===== config.mk =====
export PLATFORM = sky130hd
export DESIGN_NAME = host_afu_top
export DESIGN_NICKNAME = d
export VERILOG_FILES = /design/src/verilog/mmio_host_pkg.sv /design/src/verilog/afu_csr_pkg.sv /design/src/verilog/mmio_chan_split.sv /design/src/verilog/mmio_to_avalon.sv /design/src/verilog/mmio_to_avalon_wo.sv /design/src/verilog/afu_csr.sv /design/src/verilog/host_afu_top.sv
export SDC_FILE = /design/constraint.sdc
export NUM_CORES = 2
export LEC_CHECK = 0
export BUFFER_PORTS_ARGS = -buffer_cell sky130_fd_sc_hd__buf_2
export CORE_ASPECT_RATIO = 1.75
export CORE_MARGIN = 3
export CORE_UTILIZATION = 45
export DETAILED_ROUTE_END_ITERATION = 8
export PLACE_DENSITY = 0.73
export SLEW_MARGIN = 20
export SYNTH_ARGS = -nofsm -noshare
export SYNTH_HDL_FRONTEND = slang
export SYNTH_SLANG_ARGS = --single-unit

===== constraint.sdc =====
create_clock -name clk -period 16.4 [get_ports clk]
set_clock_uncertainty 0.05 [all_clocks]
set_input_delay 0.82 -clock clk [delete_from_list [all_inputs] [get_ports clk]]
set_output_delay 0.82 -clock clk [all_outputs]
set_load 0.02 [all_outputs]

===== src/verilog/mmio_host_pkg.sv =====
// Host channel message kinds and widths, referenced by scoped name from every host-side module
`default_nettype none

package mmio_host_pkg;

    // ========================================================================
    // Message kinds carried on the single host channel
    // ========================================================================

    // Encoding 2'd3 is never sent by the host and the splitter drops it
    typedef enum logic [1:0] {
        KIND_MMIO_RD = 2'd0,
        KIND_MMIO_WR = 2'd1,
        KIND_MEM_RSP = 2'd2
    } msg_kind_t;

    // ========================================================================
    // Field widths
    // ========================================================================

    // MMIO byte address and transaction tag
    localparam int HOST_ADDR_W = 16;
    localparam int TID_W       = 9;

    // Full channel payload and the 8-byte read response
    localparam int HOST_DATA_W = 512;
    localparam int RSP_DATA_W  = 64;

    // Reads the host may have in flight, which is also the tag queue depth
    localparam int MMIO_RD_CREDITS = 4;

    // Tag queue pointer width, the depth is a power of two so pointers wrap
    localparam int TAGQ_PTR_W = $clog2(MMIO_RD_CREDITS);

endpackage

`default_nettype wire


===== src/verilog/afu_csr_pkg.sv =====
// AFU register map constants, referenced by scoped name from the AFU and both Avalon masters
`default_nettype none

package afu_csr_pkg;

    // Register file of 64-bit words and the index that selects one
    localparam int CSR_WORDS = 16;
    localparam int CSR_IDX_W = 4;

    // Word index carried on the 64-bit master, the byte address less its low 3 bits
    localparam int AV64_ADDR_W = mmio_host_pkg::HOST_ADDR_W - 3;

    // Read-only identifier held in word 0
    localparam logic [63:0] AFU_ID = 64'h5a3c_0f1e_b2d4_7c91;

    // Line buffer in the upper half of the register file
    localparam int LINE_BASE_WORD = 8;
    localparam int LINE_WORDS     = 8;

    // Only byte address accepted by the 512-bit master
    localparam logic [15:0] LINE_BYTE_ADDR = 16'h0040;

endpackage

`default_nettype wire


===== src/verilog/mmio_chan_split.sv =====
// Host channel register stages followed by a router that sends each message to one consumer
`default_nettype none
`timescale 1ns/1ps

module mmio_chan_split #(
    parameter int REG_STAGES = 2
) (
    input  logic                                   clk,
    input  logic                                   rst_n,
    input  logic                                   rx_valid,
    input  mmio_host_pkg::msg_kind_t               rx_kind,
    input  logic [mmio_host_pkg::HOST_ADDR_W-1:0]  rx_addr,
    input  logic [mmio_host_pkg::TID_W-1:0]        rx_tid,
    input  logic                                   rx_len64,
    input  logic [mmio_host_pkg::HOST_DATA_W-1:0]  rx_data,
    output logic                                   mmio64_valid,
    output logic                                   mmio64_is_read,
    output logic [mmio_host_pkg::HOST_ADDR_W-1:0]  mmio64_addr,
    output logic [mmio_host_pkg::TID_W-1:0]        mmio64_tid,
    output logic [mmio_host_pkg::RSP_DATA_W-1:0]   mmio64_data,
    output logic                                   mmio512_valid,
    output logic [mmio_host_pkg::HOST_ADDR_W-1:0]  mmio512_addr,
    output logic [mmio_host_pkg::HOST_DATA_W-1:0]  mmio512_data,
    output logic                                   mem_rsp_valid,
    output logic [mmio_host_pkg::HOST_DATA_W-1:0]  mem_rsp_data
);

    // ========================================================================
    // Timing register stages
    // ========================================================================

    // Only the valid bits are reset, the fields follow them through the stages
    logic [REG_STAGES-1:0]                  vld_q;
    mmio_host_pkg::msg_kind_t               kind_q  [REG_STAGES];
    logic [mmio_host_pkg::HOST_ADDR_W-1:0]  addr_q  [REG_STAGES];
    logic [mmio_host_pkg::TID_W-1:0]        tid_q   [REG_STAGES];
    logic                                   len64_q [REG_STAGES];
    logic [mmio_host_pkg::HOST_DATA_W-1:0]  data_q  [REG_STAGES];

    always_ff @(posedge clk) begin
        if (!rst_n) begin
            vld_q <= '0;
        end else begin
            vld_q[0] <= rx_valid;
            for (int i = 1; i < REG_STAGES; i++) begin
                vld_q[i] <= vld_q[i-1];
            end
        end
    end

    always_ff @(posedge clk) begin
        kind_q[0]  <= rx_kind;
        addr_q[0]  <= rx_addr;
        tid_q[0]   <= rx_tid;
        len64_q[0] <= rx_len64;
        data_q[0]  <= rx_data;
        for (int i = 1; i < REG_STAGES; i++) begin
            kind_q[i]  <= kind_q[i-1];
            addr_q[i]  <= addr_q[i-1];
            tid_q[i]   <= tid_q[i-1];
            len64_q[i] <= len64_q[i-1];
            data_q[i]  <= data_q[i-1];
        end
    end

    // ========================================================================
    // Routing at the last stage
    // ========================================================================

    logic is_rd;
    logic is_wr;

    assign is_rd = (kind_q[REG_STAGES-1] == mmio_host_pkg::KIND_MMIO_RD);
    assign is_wr = (kind_q[REG_STAGES-1] == mmio_host_pkg::KIND_MMIO_WR);

    // Every read takes the 64-bit path whatever its length, writes split on length
    assign mmio64_valid   = vld_q[REG_STAGES-1] && (is_rd || (is_wr && !len64_q[REG_STAGES-1]));
    assign mmio64_is_read = is_rd;
    assign mmio64_addr    = addr_q[REG_STAGES-1];
    assign mmio64_tid     = tid_q[REG_STAGES-1];
    assign mmio64_data    = data_q[REG_STAGES-1][mmio_host_pkg::RSP_DATA_W-1:0];

    // Wide writes use the full payload
    assign mmio512_valid = vld_q[REG_STAGES-1] && is_wr && len64_q[REG_STAGES-1];
    assign mmio512_addr  = addr_q[REG_STAGES-1];
    assign mmio512_data  = data_q[REG_STAGES-1];

    // Host memory responses leave on their own port
    assign mem_rsp_valid = vld_q[REG_STAGES-1] &&
                           (kind_q[REG_STAGES-1] == mmio_host_pkg::KIND_MEM_RSP);
    assign mem_rsp_data  = data_q[REG_STAGES-1];

endmodule

`default_nettype wire


===== src/verilog/mmio_to_avalon.sv =====
// Bridges 8-byte MMIO traffic to the 64-bit Avalon master and returns read responses with credits
`default_nettype none
`timescale 1ns/1ps

module mmio_to_avalon (
    input  logic                                   clk,
    input  logic                                   rst_n,
    input  logic                                   mmio64_valid,
    input  logic                                   mmio64_is_read,
    input  logic [mmio_host_pkg::HOST_ADDR_W-1:0]  mmio64_addr,
    input  logic [mmio_host_pkg::TID_W-1:0]        mmio64_tid,
    input  logic [mmio_host_pkg::RSP_DATA_W-1:0]   mmio64_data,
    input  logic [63:0]                            av64_readdata,
    input  logic                                   av64_readdatavalid,
    output logic [afu_csr_pkg::AV64_ADDR_W-1:0]    av64_address,
    output logic                                   av64_read,
    output logic                                   av64_write,
    output logic [63:0]                            av64_writedata,
    output logic                                   tx_valid,
    output logic [mmio_host_pkg::TID_W-1:0]        tx_tid,
    output logic [mmio_host_pkg::RSP_DATA_W-1:0]   tx_data,
    output logic                                   rd_credit
);

    // ========================================================================
    // Tag queue
    // ========================================================================

    // Pointers carry one extra bit so a full queue differs from an empty one
    logic [mmio_host_pkg::TID_W-1:0]       tag_mem [mmio_host_pkg::MMIO_RD_CREDITS];
    logic [mmio_host_pkg::TAGQ_PTR_W:0]    wr_ptr;
    logic [mmio_host_pkg::TAGQ_PTR_W:0]    rd_ptr;
    logic                                  tag_full;
    logic                                  rd_accept;

    assign tag_full =
        (wr_ptr[mmio_host_pkg::TAGQ_PTR_W] != rd_ptr[mmio_host_pkg::TAGQ_PTR_W]) &&
        (wr_ptr[mmio_host_pkg::TAGQ_PTR_W-1:0] == rd_ptr[mmio_host_pkg::TAGQ_PTR_W-1:0]);

    // A read that finds the queue full came without credit and is dropped
    assign rd_accept = mmio64_valid && mmio64_is_read && !tag_full;

    always_ff @(posedge clk) begin
        if (!rst_n) begin
            wr_ptr <= '0;
            rd_ptr <= '0;
        end else begin
            if (rd_accept) begin
                wr_ptr <= wr_ptr + 1'b1;
            end
            // The AFU answers in order, so each response belongs to the oldest tag
            if (av64_readdatavalid) begin
                rd_ptr <= rd_ptr + 1'b1;
            end
        end
    end

    always_ff @(posedge clk) begin
        if (rd_accept) begin
            tag_mem[wr_ptr[mmio_host_pkg::TAGQ_PTR_W-1:0]] <= mmio64_tid;
        end
    end

    // ========================================================================
    // Request side
    // ========================================================================

    // Strobes are single-cycle pulses issued one cycle after the request
    always_ff @(posedge clk) begin
        if (!rst_n) begin
            av64_read  <= 1'b0;
            av64_write <= 1'b0;
        end else begin
            av64_read  <= rd_accept;
            av64_write <= mmio64_valid && !mmio64_is_read;
        end
    end

    // Byte address becomes a word index by dropping the offset within the word
    always_ff @(posedge clk) begin
        av64_address   <= mmio64_addr[mmio_host_pkg::HOST_ADDR_W-1:3];
        av64_writedata <= mmio64_data;
    end

    // ========================================================================
    // Response side
    // ========================================================================

    // Each response hands one credit back to the host in the same cycle
    always_ff @(posedge clk) begin
        if (!rst_n) begin
            tx_valid  <= 1'b0;
            rd_credit <= 1'b0;
        end else begin
            tx_valid  <= av64_readdatavalid;
            rd_credit <= av64_readdatavalid;
        end
    end

    always_ff @(posedge clk) begin
        tx_tid  <= tag_mem[rd_ptr[mmio_host_pkg::TAGQ_PTR_W-1:0]];
        tx_data <= av64_readdata;
    end

endmodule

`default_nettype wire


===== src/verilog/mmio_to_avalon_wo.sv =====
// Bridges 64-byte MMIO writes to the 512-bit write-only Avalon master
`default_nettype none
`timescale 1ns/1ps

module mmio_to_avalon_wo (
    input  logic                                   clk,
    input  logic                                   rst_n,
    input  logic                                   mmio512_valid,
    input  logic [mmio_host_pkg::HOST_ADDR_W-1:0]  mmio512_addr,
    input  logic [mmio_host_pkg::HOST_DATA_W-1:0]  mmio512_data,
    output logic [mmio_host_pkg::HOST_ADDR_W-1:0]  av512_address,
    output logic                                   av512_write,
    output logic [mmio_host_pkg::HOST_DATA_W-1:0]  av512_writedata
);

    // ========================================================================
    // Alignment filter
    // ========================================================================

    // A line write must start on a 64-byte boundary
    logic aligned;

    assign aligned = (mmio512_addr[5:0] == 6'd0);

    // Misaligned writes are swallowed here and never reach the AFU
    always_ff @(posedge clk) begin
        if (!rst_n) begin
            av512_write <= 1'b0;
        end else begin
            av512_write <= mmio512_valid && aligned;
        end
    end

    // ========================================================================
    // Address and data
    // ========================================================================

    // The byte address goes out unchanged and the AFU decodes it
    always_ff @(posedge clk) begin
        av512_address   <= mmio512_addr;
        av512_writedata <= mmio512_data;
    end

endmodule

`default_nettype wire


===== src/verilog/afu_csr.sv =====
// AFU register file with an identifier word, scratch words and a line buffer behind two Avalon masters
`default_nettype none
`timescale 1ns/1ps

module afu_csr (
    input  logic                                   clk,
    input  logic                                   rst_n,
    input  logic [afu_csr_pkg::AV64_ADDR_W-1:0]    av64_address,
    input  logic                                   av64_read,
    input  logic                                   av64_write,
    input  logic [63:0]                            av64_writedata,
    input  logic [mmio_host_pkg::HOST_ADDR_W-1:0]  av512_address,
    input  logic                                   av512_write,
    input  logic [mmio_host_pkg::HOST_DATA_W-1:0]  av512_writedata,
    output logic [63:0]                            av64_readdata,
    output logic                                   av64_readdatavalid
);

    // ========================================================================
    // Address decode
    // ========================================================================

    // Word 0 is a constant, so storage begins at word 1
    logic [63:0]                        csr_q [1:afu_csr_pkg::CSR_WORDS-1];
    logic [afu_csr_pkg::CSR_IDX_W-1:0]  idx;
    logic                               in_range;
    logic                               line_hit;
    logic [63:0]                        rd_word;

    assign idx = av64_address[afu_csr_pkg::CSR_IDX_W-1:0];

    // Upper index bits must all be zero, otherwise the access misses the file
    assign in_range =
        (av64_address[afu_csr_pkg::AV64_ADDR_W-1:afu_csr_pkg::CSR_IDX_W] == '0);

    // Wide writes land only at the line buffer address
    assign line_hit = av512_write && (av512_address == afu_csr_pkg::LINE_BYTE_ADDR);

    // ========================================================================
    // Register writes
    // ========================================================================

    always_ff @(posedge clk) begin
        if (!rst_n) begin
            for (int w = 1; w < afu_csr_pkg::CSR_WORDS; w++) begin
                csr_q[w] <= '0;
            end
        end else begin
            // Writes to word 0 or outside the file are ignored
            if (av64_write && in_range && (idx != '0)) begin
                csr_q[idx] <= av64_writedata;
            end
            // A line write loads all eight words, lowest slice first, and
            // wins over a 64-bit write to the same word in the same cycle
            if (line_hit) begin
                for (int w = 0; w < afu_csr_pkg::LINE_WORDS; w++) begin
                    csr_q[afu_csr_pkg::LINE_BASE_WORD + w] <= av512_writedata[w*64 +: 64];
                end
            end
        end
    end

    // ========================================================================
    // Register reads
    // ========================================================================

    always_comb begin
        if (!in_range) begin
            rd_word = '0;
        end else if (idx == '0) begin
            rd_word = afu_csr_pkg::AFU_ID;
        end else begin
            rd_word = csr_q[idx];
        end
    end

    // Read data follows av64_read by exactly one cycle
    always_ff @(posedge clk) begin
        if (!rst_n) begin
            av64_readdatavalid <= 1'b0;
        end else begin
            av64_readdatavalid <= av64_read;
        end
    end

    always_ff @(posedge clk) begin
        av64_readdata <= rd_word;
    end

endmodule

`default_nettype wire


===== src/verilog/host_afu_top.sv =====
// Top level of the host channel shell, joining the splitter, both Avalon bridges and the AFU
`default_nettype none
`timescale 1ns/1ps

module host_afu_top (
    input  logic                                   clk,
    input  logic                                   rst_n,
    input  logic                                   rx_valid,
    input  mmio_host_pkg::msg_kind_t               rx_kind,
    input  logic [mmio_host_pkg::HOST_ADDR_W-1:0]  rx_addr,
    input  logic [mmio_host_pkg::TID_W-1:0]        rx_tid,
    input  logic                                   rx_len64,
    input  logic [mmio_host_pkg::HOST_DATA_W-1:0]  rx_data,
    output logic                                   tx_valid,
    output logic [mmio_host_pkg::TID_W-1:0]        tx_tid,
    output logic [mmio_host_pkg::RSP_DATA_W-1:0]   tx_data,
    output logic                                   rd_credit
);

    // ========================================================================
    // Internal buses
    // ========================================================================

    // 8-byte MMIO path from the splitter
    logic                                   mmio64_valid;
    logic                                   mmio64_is_read;
    logic [mmio_host_pkg::HOST_ADDR_W-1:0]  mmio64_addr;
    logic [mmio_host_pkg::TID_W-1:0]        mmio64_tid;
    logic [mmio_host_pkg::RSP_DATA_W-1:0]   mmio64_data;

    // 64-byte MMIO write path from the splitter
    logic                                   mmio512_valid;
    logic [mmio_host_pkg::HOST_ADDR_W-1:0]  mmio512_addr;
    logic [mmio_host_pkg::HOST_DATA_W-1:0]  mmio512_data;

    // 64-bit Avalon master into the AFU
    logic [afu_csr_pkg::AV64_ADDR_W-1:0]    av64_address;
    logic                                   av64_read;
    logic                                   av64_write;
    logic [63:0]                            av64_writedata;
    logic [63:0]                            av64_readdata;
    logic                                   av64_readdatavalid;

    // 512-bit write-only Avalon master into the AFU
    logic [mmio_host_pkg::HOST_ADDR_W-1:0]  av512_address;
    logic                                   av512_write;
    logic [mmio_host_pkg::HOST_DATA_W-1:0]  av512_writedata;

    // ========================================================================
    // Channel split
    // ========================================================================

    // Host memory responses have no consumer here and fall on the floor
    mmio_chan_split #(
        .REG_STAGES(2)
    ) u_split (
        .clk            (clk),
        .rst_n          (rst_n),
        .rx_valid       (rx_valid),
        .rx_kind        (rx_kind),
        .rx_addr        (rx_addr),
        .rx_tid         (rx_tid),
        .rx_len64       (rx_len64),
        .rx_data        (rx_data),
        .mmio64_valid   (mmio64_valid),
        .mmio64_is_read (mmio64_is_read),
        .mmio64_addr    (mmio64_addr),
        .mmio64_tid     (mmio64_tid),
        .mmio64_data    (mmio64_data),
        .mmio512_valid  (mmio512_valid),
        .mmio512_addr   (mmio512_addr),
        .mmio512_data   (mmio512_data),
        .mem_rsp_valid  (),
        .mem_rsp_data   ()
    );

    // ========================================================================
    // Avalon bridges and the AFU
    // ========================================================================

    mmio_to_avalon u_av64 (
        .clk                (clk),
        .rst_n              (rst_n),
        .mmio64_valid       (mmio64_valid),
        .mmio64_is_read     (mmio64_is_read),
        .mmio64_addr        (mmio64_addr),
        .mmio64_tid         (mmio64_tid),
        .mmio64_data        (mmio64_data),
        .av64_readdata      (av64_readdata),
        .av64_readdatavalid (av64_readdatavalid),
        .av64_address       (av64_address),
        .av64_read          (av64_read),
        .av64_write         (av64_write),
        .av64_writedata     (av64_writedata),
        .tx_valid           (tx_valid),
        .tx_tid             (tx_tid),
        .tx_data            (tx_data),
        .rd_credit          (rd_credit)
    );

    mmio_to_avalon_wo u_av512 (
        .clk             (clk),
        .rst_n           (rst_n),
        .mmio512_valid   (mmio512_valid),
        .mmio512_addr    (mmio512_addr),
        .mmio512_data    (mmio512_data),
        .av512_address   (av512_address),
        .av512_write     (av512_write),
        .av512_writedata (av512_writedata)
    );

    // Both masters share one register file with no stalls
    afu_csr u_afu (
        .clk                (clk),
        .rst_n              (rst_n),
        .av64_address       (av64_address),
        .av64_read          (av64_read),
        .av64_write         (av64_write),
        .av64_writedata     (av64_writedata),
        .av512_address      (av512_address),
        .av512_write        (av512_write),
        .av512_writedata    (av512_writedata),
        .av64_readdata      (av64_readdata),
        .av64_readdatavalid (av64_readdatavalid)
    );

endmodule

`default_nettype wire


# Word-level counts from Yosys, hierarchy flattened
# Memories as Yosys holds them, arrays and structs flattened. A register that Yosys moved wholly into a read port is not among the register bits.
# Index checks and enable logic that the tools add are counted.
[word_totals]
regBits = 746
ram_bits = 2076
inputBits = 543
output_inout_bits = 75
word_cells = 113
mem_count = 7
[classes]
addsub = 2
eq_ne = 12
mux = 21
bitwise = 33
n_reduce_logical = 23
[mem_list]
columns = ["memory", "depth", "width", "read_ports", "rd_clocked_by_memory_dff", "write_ports", "line_no", "rtl"]
rows = [
  ["u_split.data_q", 2, 512, 2, 0, 2, "mmio_chan_split.sv:38", "logic [mmio_host_pkg::HOST_DATA_W-1:0] data_q [REG_STAGES];"],
  ["u_afu.csr_q", 15, 64, 1, 1, 15, "afu_csr.sv:24", "logic [63:0] csr_q [1:afu_csr_pkg::CSR_WORDS-1];"],
  ["u_av64.tag_mem", 4, 9, 1, 1, 1, "mmio_to_avalon.sv:30", "logic [mmio_host_pkg::TID_W-1:0] tag_mem [mmio_host_pkg::MMIO_RD_CREDITS];"],
  ["u_split.addr_q", 2, 16, 2, 0, 2, "mmio_chan_split.sv:35", "logic [mmio_host_pkg::HOST_ADDR_W-1:0] addr_q [REG_STAGES];"],
  ["u_split.tid_q", 2, 9, 2, 0, 2, "mmio_chan_split.sv:36", "logic [mmio_host_pkg::TID_W-1:0] tid_q [REG_STAGES];"],
  ["u_split.kind_q", 2, 2, 2, 0, 2, "mmio_chan_split.sv:34", "mmio_host_pkg::msg_kind_t kind_q [REG_STAGES];"],
  ["1 more memories", "n/a", "n/a", "n/a", "n/a", "n/a", "n/a", ""],
]
[ops]
columns = ["op", "n"]
rows = [
  ["2-to-1 mux 64 bit", 9],
  ["OR reduction 64 bit", 1],
  ["2-to-1 mux 63 bit", 1],
  ["== test 4 bit (second input constant)", 8],
  ["bitwise AND 1 bit", 16],
  ["== test 16 x 7 -> 1 bit (second input constant)", 1],
  ["logical AND 1 bit", 12],
  ["2-to-1 mux 1 bit", 10],
  ["logical NOT 9 bit", 1],
  ["NOT 1 bit", 9],
  ["bitwise OR 1 bit", 8],
  ["adder 3 x 1 -> 3 bit (second input constant)", 2],
  ["logical NOT 6 bit", 1],
  ["logical NOT 4 bit", 1],
  ["2-to-1 mux 4 bit", 1],
  ["nonzero test 4 bit", 1],
  ["logical NOT 1 bit", 3],
  ["== test 2 x 1 -> 1 bit (second input constant)", 1],
  ["== test 2 bit", 1],
  ["logical NOT 2 bit", 1],
  ["OR reduction 2 bit", 1],
  ["logical OR 1 bit", 1],
  ["!= test 1 bit", 1],
]

# Depth between registers and ports, before layout
[depth]
word_depth = 17
ltp_mapped = 9

# By module
# From an unflattened synthesis, not the netlist that was laid out.
[hier_totals]
cells_unflattened = 6751
hier_area_um2 = 96810.3
[modules_own_cells]
columns = ["module", "instances", "cells_each", "area_each_um2", "seq_area_each_um2"]
rows = [
  ["afu_csr", 1, 3743, 51149.1, 31300.0],
  ["mmio_chan_split", 1, 2219, 30191.5, 21660.8],
  ["mmio_to_avalon_wo", 1, 532, 10618.9, 10590.2],
  ["mmio_to_avalon", 1, 257, 4850.9, 4264.1],
]

# Worst setup path before layout
# No wires, ideal clock.
[synth_timing]
path_kind = "register to register"
from = "register u_av512.av512_address[7] (netlist name)"
to = "memory u_afu.csr_q[13][0], enable pin"
setup_ns = 0.661
arrival_ns = 8.139
setup_slack_ns = 7.550
path_stages_with_launch = 6
period_less_slack_ns = 8.850
cell_sequence = "dfxtp_1 > or4_4 > or4_1 > buf_6 > buf_6 > o41ai_1"
[synth_rtl]
columns = ["element", "line_no", "rtl"]
rows = [
  ["start: declaration", "mmio_to_avalon_wo.sv:11", "output logic [mmio_host_pkg::HOST_ADDR_W-1:0] av512_address,"],
  ["start signal: assignment", "mmio_to_avalon_wo.sv:40", "av512_address <= mmio512_addr;"],
  ["end: declaration", "afu_csr.sv:24", ""],
]

==> metrics.txt <==
Buffers on Ports 617; CP required 16.83 ns; Final nets 6,478; gr usage total 23.2%; pwr dens about 140 nW/um^2; final RePlAce weighted congestion 0.787; CTS tree built; Seq cells post-synth approximately 2,800; chip height 575 microns; worst-path fanout max 65; FP Rows approximately 210; largest net degree at the start of global routing 185; core box area ~180,000 sq um; register area share after synthesis 79.8%; H-tree Lvls 4; clock network power share 41.6%; Critical-path top delay cell o21ai_4; worst-margin pin slew 1.22 ns; IO Pins 618; slew margin rel. 18.6%; synthesized area per cell approximately 17 sq um; post-route ant nets 0; share of total power in combinational logic 3.3%; initial drt markers approximately 4,400; vias per cell around 5.4; crit path launch type flop; cell area after synthesis 83,100 sq um; cell area after layout 102,000 sq um; setup violators final 0; CP Capture Type flop; CP Class flop to flop; Net Sw Power between 0.002 and 0.003 W; switch share 21.4%; TritonCTS buffer count 230; period utilisation layout 29.2%; Starting Density 45.3%; RSZ-0062 raised after global routing false; DR vias 45,800; Total Routed Length roughly 220,000 microns; initial antenna violation count 13; Cells after DPL 7,628; Min Clock Period, post-route 4.79 ns; FMAX 209 MHz; Ys Warns 0; first-pass GRT wire length 322,000 microns; Internal Power approximately 0.011 W; most frequent cells in the layout dfxtp_1 (1,754), edfxtp_1 (1,036), buf_2 (617); share of layout cells above drive strength 1 a little over a fifth; crit-path max cell delay 1.14 ns; Root Driver clkbuf_16; gr ovfl total 0; clk_lat worst skew about 0.90 ns; Reg power frac between 50% and 60%; Syn Inst Count 4,840; DRC 0; hold crit path type input port to flop; Synth Flop Type dfxtp_1; clk buf depth 4; vias in the first global route 48,300; max-cap violations 0; Critical path buffers and inverters 1; DRT Pass-1 Iters 8; CTS-repair resized insts 0; WP data arrival 5.21 ns; Pleak 39.5 nW; Yosys cell types 53; Cell Area, Placed between 80,000 and 90,000 sq um; # clock sinks 2,794; Final Hold Vio Count 0; number of synthesized flops with an enable pin 1,036; status completed; Die ar. 190,000 sq um; fin cells 8,545; worst hold slack 0.0623 ns; Detailed Place HPWL 130,000 microns; critical path cell sequence nor2b_4 -> nand3_4 -> o21ai_4 -> buf_4; critical path's top delay family simple AND/OR/NAND/NOR gates; commonest non-fill, non-tap cell in the layout dfxtp_1; asr flop ratio synth 0%; Setup Total Neg Slack 0 ns; Worst VDD drop 0.000136 V; Slew Limit Fails 0; Clock transition at path regs around 0.07 ns; area grow syn2layout 22.2%; Chip Width 331 microns; DR WL/cell 26.2 microns
worst register-to-register path: stages (launching register included):
cell     delay, ns
dfxtp_4       0.48
nor2b_4       0.83
nand3_4       1.09
o21ai_4       1.16
buf_4         0.70
synth_stat cells (all sizes together), types with 3 or more instances:
cell type,n,area share (%)
mux2i,82,0.99
and2,268,2.0
a22o,256,2.7
a21oi,48,0.29
nand2,72,0.33
a211oi,48,0.43
o32a,8,0.096
a221oi,32,0.34
inv,37,0.17
o22ai,8,0.060
xnor2,4,0.042
clkbuf,222,1.0
dfxtp,1758,42
mux2,8,0.11
a22oi,64,0.58
nor3,3,0.045
ha,5,0.075
a32o,192,2.3
a31oi,9,0.068
nor4,10,0.17
edfxtp,1036,37
nor2,267,1.2
or3,4,0.030
nand3,5,0.030
nand2b,7,0.053
o21ai,18,0.11
buf,127,0.87
mux4,217,5.9
nor2b,5,0.038
state kept, by name (all words and copies together), names as in the netlist, 2 cells and up:
register,count
u_split.data_q,1024
u_afu.csr_q,1000
u_av512.av512_writedata,512
u_afu.av64_readdata,64
u_av64.tx_data,64
u_av64.tag_mem,36
u_split.addr_q,32
u_split.tid_q,18
u_av512.av512_address,16
u_av64.tx_tid,9
u_split.kind_q,4
u_av64.rd_ptr,3
u_av64.wr_ptr,3
u_split.len64_q,2
u_split.vld_q,2
cell type report:
class	count	area [sq um]
diodes	7	17.5
clock buffers	316	6890
clock inverters	109	1120
fillers	13500	81900
inverters	37	139
multi-input cells	1699	15600
flip-flops and latches	2794	66300
well taps	2415	3020
repair buffers	1168	8550
path summary, 6_finish.rpt:
check	startpoint	end	slack [ns]	depth (start not counted)
max reg2reg	u_av512.av512_address[3]$_DFF_P_	u_afu.csr_q[1][35]$_SDFFCE_PN0P_	11.61	4
min	rx_data[26]	u_split.data_q[0][26]$_DFF_P_	0.06	1
max	u_av512.av512_address[3]$_DFF_P_	u_afu.csr_q[1][35]$_SDFFCE_PN0P_	11.61	4
min reg2reg	u_split.data_q[0][729]$_DFF_P_	u_av512.av512_writedata[217]$_DFF_P_	0.21	0
layer usage:
| metal | GRT usage, % | part of all wire (%) | up-vias | wire (microns) |
|---|---|---|---|---|
| met3 | 4.01 | 7.6 | 444 | 17100 |
| met5 | 0 | 0.0058 | - | 13 |
| met1 | 28.8 | 38 | 23100 | 84300 |
| met4 | 9.16 | 4.2 | 2 | 9370 |
| li1 | - | - | 20000 | - |
| met2 | 40.0 | 50 | 2267 | 113000 |
per-stage QoR:
| stage | total power, W | setup WS (ns) | util [%] |
|---|---|---|---|
| 5_1_grt | 0.0141 | 11.46 | 55.4 |
| 3_5_place_dp | 0.00810 | 11.57 | 48.4 |
| 6_report | 0.0138 | 11.61 | 55.4 |
| 3_3_place_gp | 0.00809 | 11.65 | 48.3 |
| 4_1_cts | 0.0138 | 11.57 | 55.4 |
| 2_1_floorplan | 0.00786 | 7.55 | - |
timing repair:
action	4_1_cts	5_1_grt
setup buffers	0	0
hold buffers	485	0
hold endpoints to repair	485	0
endpoints found under the setup margin	0	0
power groups by stage:
stage	logic (W)	clock network (W)	registers [W]
finish	0.000457	0.00572	0.00759
global route	0.000482	0.00606	0.00761
CTS	0.000453	0.00578	0.00759
detailed placement	0.000360	0	0.00774
global placement	0.000355	0	0.00773
floorplan	0.000194	0	0.00767
cells by family (layout without fill, tap and decap cells):
| kind of cell | Yosys count | in the layout | share of synthesized area [%] |
|---|---|---|---|
| muxes | 307 | 307 | 6.98 |
| buffers and inverters | 386 | 1630 | 2.04 |
| AOI/OAI and AO/OA | 690 | 690 | 7.05 |
| other | 1 | 47 | 0.00451 |
| DFF | 2794 | 2794 | 79.8 |
| adders and majority gates | 5 | 5 | 0.0753 |
| xor gates and xnor gates | 6 | 6 | 0.0632 |
| and+or+nand+nor | 651 | 651 | 4.02 |
(Power assumes the default switching activity.)
